[src/rtl/core_params.svh]
`ifndef CORE_PARAMS_SVH
`define CORE_PARAMS_SVH

// Architectural register file
`define REG_NUM 32
`define REG_IDX_W 5
`define DATA_W 32

// Instruction fields carried through dispatch
`define ADDR_W 32
`define OP_W 7
`define IMM_W 32

// Reorder buffer geometry
`define ROB_DEPTH 8
`define ROB_IDX_W 3

// Nick 0 means "not renamed", so one extra bit over the entry index
`define NICK_W 4

`endif

[src/rtl/renamePkg.sv]
`include "core_params.svh"

package renamePkg;

    typedef logic [`REG_IDX_W-1:0] regName_t;

    typedef logic [`NICK_W-1:0] nick_t;

    // One decoded instruction whose valid is a single cycle strobe
    typedef struct packed {
        logic               valid;
        regName_t           rs1;
        regName_t           rs2;
        regName_t           rd;
        logic [`OP_W-1:0]   op;
        logic [`ADDR_W-1:0] pc;
        logic [`IMM_W-1:0]  imm;
        logic               pd;     // Predicted taken
    } decodedInstr_t;

    // A source operand is either a value (nick 0) or a pending nick
    typedef struct packed {
        nick_t              nick;
        logic [`DATA_W-1:0] data;
    } operand_t;

    typedef struct packed {
        logic               valid;
        operand_t           src1;
        operand_t           src2;
        nick_t              rdNick;  // Nick allocated for rd
        regName_t           rd;
        logic [`OP_W-1:0]   op;
        logic [`ADDR_W-1:0] pc;
        logic [`IMM_W-1:0]  imm;
        logic               pd;
    } dispatchPacket_t;

    // Result coming back from the execution unit
    typedef struct packed {
        logic               valid;
        nick_t              nick;
        logic [`DATA_W-1:0] data;
    } writeback_t;

    typedef struct packed {
        logic               valid;
        regName_t           rd;
        nick_t              nick;
        logic [`DATA_W-1:0] data;
    } commit_t;

endpackage

[src/rtl/regFile.sv]
`timescale 1ns/100ps
`include "core_params.svh"

module regFile import renamePkg::*; (
    input  logic               clk,
    input  logic               rst,
    input  logic               flush,

    // Operand read ports
    input  regName_t           rs1,
    input  regName_t           rs2,
    output logic [`DATA_W-1:0] rs1Data,
    output logic [`DATA_W-1:0] rs2Data,
    output nick_t              rs1Nick,
    output nick_t              rs2Nick,

    // Rename of the destination at dispatch
    input  logic               renEn,
    input  regName_t           renReg,
    input  nick_t              renNick,

    // Retirement from the reorder buffer
    input  commit_t            commit
);

    logic [`DATA_W-1:0] regData [`REG_NUM];
    nick_t              regNick [`REG_NUM];

    logic commitWrite;
    logic commitMatch;
    logic renWrite;

    assign commitWrite = commit.valid && (commit.rd != '0);

    // A younger rename leaves the tag in place, so only the owner clears it
    assign commitMatch = commitWrite && (regNick[commit.rd] == commit.nick);

    assign renWrite = renEn && (renReg != '0);

    // x0 is hardwired, whatever the arrays hold
    always_comb begin
        if (rs1 == '0) begin
            rs1Data = '0;
            rs1Nick = '0;
        end else begin
            rs1Data = regData[rs1];
            rs1Nick = regNick[rs1];
        end
    end

    always_comb begin
        if (rs2 == '0) begin
            rs2Data = '0;
            rs2Nick = '0;
        end else begin
            rs2Data = regData[rs2];
            rs2Nick = regNick[rs2];
        end
    end

    always_ff @(posedge clk) begin
        if (rst) begin
            for (int i = 0; i < `REG_NUM; i++) begin
                regData[i] <= '0;
            end
        end else if (commitWrite) begin
            regData[commit.rd] <= commit.data;  // Retiring data lands even on a flush
        end
    end

    always_ff @(posedge clk) begin
        if (rst || flush) begin
            for (int i = 0; i < `REG_NUM; i++) begin
                regNick[i] <= '0;
            end
        end else begin
            if (commitMatch) begin
                regNick[commit.rd] <= '0;
            end
            // Rename is written last so it wins over a clear of the same register
            if (renWrite) begin
                regNick[renReg] <= renNick;
            end
        end
    end

endmodule

[src/rtl/reorderBuffer.sv]
`timescale 1ns/100ps
`include "core_params.svh"

module reorderBuffer import renamePkg::*; (
    input  logic               clk,
    input  logic               rst,
    input  logic               flush,

    // Allocation from dispatch
    input  logic               allocEn,
    input  regName_t           allocRd,
    output nick_t              allocNick,
    output logic               full,

    // Result from the execution unit
    input  writeback_t         wb,

    // Operand lookups
    input  nick_t              look1,
    input  nick_t              look2,
    output logic               look1Ready,
    output logic               look2Ready,
    output logic [`DATA_W-1:0] look1Data,
    output logic [`DATA_W-1:0] look2Data,

    output commit_t            commit
);

    logic [`ROB_DEPTH-1:0] busy;
    logic [`ROB_DEPTH-1:0] done;
    regName_t              entryRd   [`ROB_DEPTH];
    logic [`DATA_W-1:0]    entryData [`ROB_DEPTH];

    logic [`ROB_IDX_W-1:0] head;
    logic [`ROB_IDX_W-1:0] tail;
    logic [`ROB_IDX_W-1:0] headNext;
    logic [`ROB_IDX_W:0]   count;

    logic                  allocGo;
    logic                  retire;
    logic                  wbHit;
    logic [`ROB_IDX_W-1:0] wbIdx;

    // Nick n names entry n-1
    function automatic logic [`ROB_IDX_W-1:0] nickToIdx(nick_t n);
        return n[`ROB_IDX_W-1:0] - `ROB_IDX_W'(1);
    endfunction

    function automatic nick_t idxToNick(logic [`ROB_IDX_W-1:0] idx);
        return nick_t'(idx) + nick_t'(1);
    endfunction

    function automatic logic nickLive(nick_t n);
        return (n != '0) && (n <= nick_t'(`ROB_DEPTH));
    endfunction

    assign full      = (count == (`ROB_IDX_W+1)'(`ROB_DEPTH));
    assign allocNick = idxToNick(tail);
    assign allocGo   = allocEn && !full;

    // The head leaves at the edge after it is marked done
    assign retire   = busy[head] && done[head];
    assign headNext = retire ? head + `ROB_IDX_W'(1) : head;

    always_comb begin
        commit.valid = retire;
        commit.rd    = entryRd[head];
        commit.nick  = idxToNick(head);
        commit.data  = entryData[head];
    end

    // Stale or repeated writebacks fall out here
    assign wbIdx = nickToIdx(wb.nick);
    assign wbHit = wb.valid && nickLive(wb.nick) && busy[wbIdx] && !done[wbIdx];

    // The retiring head is still done here, so it is covered by the lookup too
    always_comb begin
        look1Ready = nickLive(look1) && busy[nickToIdx(look1)] && done[nickToIdx(look1)];
        look2Ready = nickLive(look2) && busy[nickToIdx(look2)] && done[nickToIdx(look2)];
        look1Data  = entryData[nickToIdx(look1)];
        look2Data  = entryData[nickToIdx(look2)];
    end

    always_ff @(posedge clk) begin
        if (rst) begin
            head  <= '0;
            tail  <= '0;
            count <= '0;
            busy  <= '0;
            done  <= '0;
        end else if (flush) begin
            // Allocation restarts where the head stands after this edge
            head  <= headNext;
            tail  <= headNext;
            count <= '0;
            busy  <= '0;
            done  <= '0;
        end else begin
            head  <= headNext;
            count <= count + (`ROB_IDX_W+1)'(allocGo) - (`ROB_IDX_W+1)'(retire);
            if (retire) begin
                busy[head] <= 1'b0;
                done[head] <= 1'b0;
            end
            if (wbHit) begin
                done[wbIdx] <= 1'b1;
            end
            if (allocGo) begin
                tail       <= tail + `ROB_IDX_W'(1);
                busy[tail] <= 1'b1;
                done[tail] <= 1'b0;
            end
        end
    end

    always_ff @(posedge clk) begin
        if (allocGo) begin
            entryRd[tail] <= allocRd;
        end
        if (wbHit) begin
            entryData[wbIdx] <= wb.data;
        end
    end

endmodule

[src/rtl/dispatchStage.sv]
`timescale 1ns/100ps
`include "core_params.svh"

module dispatchStage import renamePkg::*; (
    input  logic               clk,
    input  logic               rst,
    input  logic               flush,
    input  decodedInstr_t      instr,
    input  logic               full,

    // Register file reads
    output regName_t           rs1,
    output regName_t           rs2,
    input  logic [`DATA_W-1:0] rs1Data,
    input  logic [`DATA_W-1:0] rs2Data,
    input  nick_t              rs1Nick,
    input  nick_t              rs2Nick,

    // Reorder buffer lookups and allocation
    output nick_t              look1,
    output nick_t              look2,
    input  logic               look1Ready,
    input  logic               look2Ready,
    input  logic [`DATA_W-1:0] look1Data,
    input  logic [`DATA_W-1:0] look2Data,
    output logic               allocEn,
    output regName_t           allocRd,
    input  nick_t              allocNick,
    input  commit_t            commit,

    output dispatchPacket_t    disp
);

    logic     accept;
    operand_t src1;
    operand_t src2;

    function automatic operand_t resolve(regName_t r, logic [`DATA_W-1:0] regData,
                                         nick_t regNick, logic robReady,
                                         logic [`DATA_W-1:0] robData, commit_t c);
        operand_t o;
        o.nick = '0;
        o.data = '0;
        if (r == '0) begin
            o.data = '0;
        end else if (regNick == '0) begin
            o.data = regData;
        end else if (c.valid && (c.nick == regNick)) begin
            o.data = c.data;  // Register is written at this same edge
        end else if (robReady) begin
            o.data = robData;
        end else begin
            o.nick = regNick;
        end
        return o;
    endfunction

    assign rs1   = instr.rs1;
    assign rs2   = instr.rs2;
    assign look1 = rs1Nick;
    assign look2 = rs2Nick;

    // Sources are resolved against state before this instruction's own rename
    assign src1 = resolve(instr.rs1, rs1Data, rs1Nick, look1Ready, look1Data, commit);
    assign src2 = resolve(instr.rs2, rs2Data, rs2Nick, look2Ready, look2Data, commit);

    assign accept  = instr.valid && !full && !flush;
    assign allocEn = accept;
    assign allocRd = instr.rd;

    always_ff @(posedge clk) begin
        if (rst || flush) begin
            disp.valid <= 1'b0;
        end else begin
            disp.valid <= accept;
            if (accept) begin
                disp.src1   <= src1;
                disp.src2   <= src2;
                disp.rdNick <= allocNick;
                disp.rd     <= instr.rd;
                disp.op     <= instr.op;
                disp.pc     <= instr.pc;
                disp.imm    <= instr.imm;
                disp.pd     <= instr.pd;
            end
        end
    end

endmodule

[src/rtl/renameCore.sv]
`timescale 1ns/100ps
`include "core_params.svh"

module renameCore import renamePkg::*; (
    input  logic            clk,
    input  logic            rst,
    input  logic            flush,
    input  decodedInstr_t   instr,
    input  writeback_t      wb,
    output dispatchPacket_t disp,
    output commit_t         commit,
    output logic            full
);

    regName_t           rs1;
    regName_t           rs2;
    logic [`DATA_W-1:0] rs1Data;
    logic [`DATA_W-1:0] rs2Data;
    nick_t              rs1Nick;
    nick_t              rs2Nick;

    nick_t              look1;
    nick_t              look2;
    logic               look1Ready;
    logic               look2Ready;
    logic [`DATA_W-1:0] look1Data;
    logic [`DATA_W-1:0] look2Data;

    logic               allocEn;
    regName_t           allocRd;
    nick_t              allocNick;

    regFile regs (
        .clk     (clk),
        .rst     (rst),
        .flush   (flush),
        .rs1     (rs1),
        .rs2     (rs2),
        .rs1Data (rs1Data),
        .rs2Data (rs2Data),
        .rs1Nick (rs1Nick),
        .rs2Nick (rs2Nick),
        .renEn   (allocEn),   // The rename uses the nick handed out this cycle
        .renReg  (allocRd),
        .renNick (allocNick),
        .commit  (commit)
    );

    reorderBuffer rob (
        .clk        (clk),
        .rst        (rst),
        .flush      (flush),
        .allocEn    (allocEn),
        .allocRd    (allocRd),
        .allocNick  (allocNick),
        .full       (full),
        .wb         (wb),
        .look1      (look1),
        .look2      (look2),
        .look1Ready (look1Ready),
        .look2Ready (look2Ready),
        .look1Data  (look1Data),
        .look2Data  (look2Data),
        .commit     (commit)
    );

    dispatchStage dispatch (
        .clk        (clk),
        .rst        (rst),
        .flush      (flush),
        .instr      (instr),
        .full       (full),
        .rs1        (rs1),
        .rs2        (rs2),
        .rs1Data    (rs1Data),
        .rs2Data    (rs2Data),
        .rs1Nick    (rs1Nick),
        .rs2Nick    (rs2Nick),
        .look1      (look1),
        .look2      (look2),
        .look1Ready (look1Ready),
        .look2Ready (look2Ready),
        .look1Data  (look1Data),
        .look2Data  (look2Data),
        .allocEn    (allocEn),
        .allocRd    (allocRd),
        .allocNick  (allocNick),
        .commit     (commit),
        .disp       (disp)
    );

endmodule

[config.mk]
export PLATFORM = sky130hd
export DESIGN_NAME = renameCore
export DESIGN_NICKNAME = d
export VERILOG_FILES = /design/src/rtl/renamePkg.sv /design/src/rtl/regFile.sv /design/src/rtl/reorderBuffer.sv /design/src/rtl/dispatchStage.sv /design/src/rtl/renameCore.sv
export VERILOG_INCLUDE_DIRS = /design/src /design/src/rtl
export SDC_FILE = /design/constraint.sdc
export NUM_CORES = 2
export LEC_CHECK = 0
export BUFFER_PORTS_ARGS = -buffer_cell sky130_fd_sc_hd__buf_2
export CORE_MARGIN = 2
export CORE_UTILIZATION = 50
export DETAILED_ROUTE_END_ITERATION = 12
export PLACE_DENSITY = 0.69
export SLEW_MARGIN = 20
export SYNTH_ARGS = -nofsm -noshare
export SYNTH_HDL_FRONTEND = slang
export SYNTH_SLANG_ARGS = --single-unit
[constraint.sdc]
create_clock -name clk -period 10 [get_ports clk]
set_input_delay 2 -clock clk [delete_from_list [all_inputs] [get_ports clk]]
set_output_delay 2 -clock clk [all_outputs]
set_load 0.02 [all_outputs]
==> flow_metrics.tcl <==
set metrics [dict create \
    max_stage_delay_ns 0.82 \
    ys_seq_area_share_pct 58.4 \
    initial_core_util_pct 50.4 \
    p_clk_share_pct 39.0 \
    p_int_mw 12.1 \
    p_leak_nw 32.8 \
    synth_simple_gate_area_share_pct 8.02 \
    hold_class "reg -> reg" \
    synthCells 5556 \
    vias 55800 \
    cp_cell_sequence "buf_4, nand2_1, buf_4, o22ai_1, a21oi_4, inv_1, buf_2" \
    hold_viol 0 \
    drc 0 \
    critPathBufInv 4 \
    rsz0062_at_grt "false" \
    synth-xor-area-share_pct 0.209 \
    synthFlopType "edfxtp_1" \
    critPathKind "reg -> out" \
    core_area_um2 165000 \
    die_x_um 412 \
    synthAdderAreaFrac_pct 0.174 \
    grt_pass1_vias 54500 \
    nets 5856 \
    rows 149 \
    yosys_warnings 0 \
    power_frac_seq_pct 48.6 \
    vdd_drop_max_v 0.000192 \
    tightest_slew_ns 1.08 \
    synth.area.mux_share_pct 26.8 \
    cts_htree_levels 4 \
    outcome "completed" \
    synth_top_family_by_area "multiplexers" \
    place_area_um2 87600 \
    clk_pin_slew_ns 0.06 \
    synth-compound-area-share_pct 3.46 \
    p_switching_mw 4.04 \
    setup_tns_ns 0 \
    antenna_found_initial 15 \
    cts.sinks 1628 \
    avgSynthCellArea_um2 15.0 \
    cp_data_arrival_time_ns 4.69 \
    cp_common_cell "buf_4" \
    clock_latency_ns 0.84 \
    post_cts_buffers 0 \
    required_ns 8.00 \
    synthTopCellsByCount "edfxtp_1 (1601), nor2_1 (1235), mux4_2 (833)" \
    io_pins 325 \
    swShare_pct 25.1 \
    clk_path_buf_depth 3 \
    slowest_stage "a21oi_4" \
    cts_buffers 169 \
    setup_viol_count_final 0 \
    synth_top_area_share_pct 57.7 \
    dp_hpwl_um 163000 \
    area_growth_pct 11.7 \
    first_iter_violations 8990 \
    fin_crit_ns 6.69 \
    drt_wl_total_um 273000 \
    die_area_um2 170000 \
    start_kind "register" \
    fin_crit_sh_pct 66.9 \
    synth.distinct_cells 72 \
    yosysTopAreaCell "edfxtp_1" \
    ys_ff_latch 1628 \
    drv_cap 0 \
    finish.utilization_pct 56.3 \
    maxSlewViolCount 0 \
    grt_first_pass_wirelength_um 388000 \
    synthTopCellsByArea "edfxtp_1 (58%), mux4_2 (23%), nor2_1 (5.6%), mux2i_1 (3.8%), clkbuf_1 (1.7%)" \
    timing.hold.ws_ns 0.520 \
    fin_area_um2 93000 \
    critical_path.endpoint_type "primary output" \
    n_fill_cell 12800 \
    synth-edff-count 1601 \
    fmax_ghz 0.149 \
    die_h_um 412 \
    port_buffers 324 \
    post_drt_wl_per_cell_um 33.9 \
    place.gp.congestion 0.948 \
    grt_use_total_pct 32.0 \
    yosysMostFrequentCell "edfxtp_1" \
    place_worst_setup_slack_ns 2.80 \
    cts_resized 0 \
    viasPerCell 6.92 \
    fin_skew_ns 0.0425 \
    slew-limit-headroom_pct 27.9 \
    r2r_slack_ns 3.43 \
    fin_ws_ns 3.31 \
    cts_root_buf "clkbuf_16" \
    cts_tree "built" \
    power_frac_comb_pct 12.5 \
    cp_max_fo 33 \
    ant_nets 0 \
    cpLargestDelayFamily "buffers and inverters" \
    drt-pass1-iter-count 7 \
    p_per_area_nw_per_um2 173 \
    synthesis.area_um2 83300 \
    grt-ovfl-total 0 \
    hold_buffers 0 \
    drive_gt1_share_pct 29.9 \
    async_flop_share_pct 0 \
    grt_start_max_net_pins 106 \
]
cell families after synthesis:
group | Yosys count
and+or+nand+nor | 1657
muxes | 1168
DFF | 1628
adders and majority gates | 11
buffers and inverters | 618
xor gates and xnor gates | 19
AOI/OAI and AO/OA | 454
other | 1
cell usage in the layout, fill, tap and decap left out, types with 43 or more instances in the layout:
cell	count
mux2i_1	311
buf_4	177
buf_2	316
o22ai_1	77
inv_1	63
nand2_1	196
edfxtp_1	1601
a31oi_1	43
clkbuf_16	172
a21oi_1	105
o21ai_0	47
nor2_1	1226
mux4_2	833
path summary, 6_finish.rpt:
kind | endpoint | cells past startpoint | start
worst min-delay path | rob.done[1] | 2 | rob.done[1]
worst max-delay path | commit[11] | 7 | rob.head[1]
worst min register to register | rob.done[1] | 2 | rob.done[1]
worst max register to register | regs.regNick[26][3] | 14 | rob.head[0]
per-stage QoR:
stage,power (mW),instances
floorplan,9.27,5591
global placement,9.91,7734
detailed placement,9.94,7735
CTS,16.1,8049
global route,16.5,8050
finish,16.1,8055
power by group through the flow:
| stage | logic, mW | registers (mW) | clock network, mW |
|---|---|---|---|
| 2_1_floorplan | 1.31 | 7.96 | 0 |
| 5_1_grt | 2.09 | 7.85 | 6.56 |
| 6_report | 2.01 | 7.84 | 6.29 |
| 3_3_place_gp | 1.95 | 7.96 | 0 |
| 4_1_cts | 1.97 | 7.83 | 6.31 |
| 3_5_place_dp | 1.97 | 7.98 | 0 |
flip-flops by register name, indices dropped and copies added (netlist names), 4 cells and up:
register and cells:
dispatch.disp 154, rob.entryData 256, rob.busy 8, rob.done 8, rob.entryRd 40, regs.regData 1024, rob.count 4, regs.regNick 128
routing by layer:
metal	up-vias	GRT usage, %	wire (um)
met2	4721	50.2	128000
met5	-	0	70
met4	10	13.7	12900
li1	21900	-	-
met3	790	9.16	39500
met1	28400	42.0	92900
cell type report:
class                      count  area [um^2]  area share, %
antenna                        6         15.0         0.0161
clock buffer                 214         4470           4.81
clock inverter               100          945           1.02
inverter                      71          272          0.292
multi-input combinational   3345        32900           35.4
sequential                  1628        48600           52.3
tap                         2189         2740           2.94
timing repair buffer         502         3070           3.30
tightest hold or removal path, cell delays in order, from the launching register on:
cell and delay [ns]:
dfxtp_1 0.34, nand2_1 0.07, a211oi_1 0.06
Note: power is estimated with default switching activity, not from simulation.
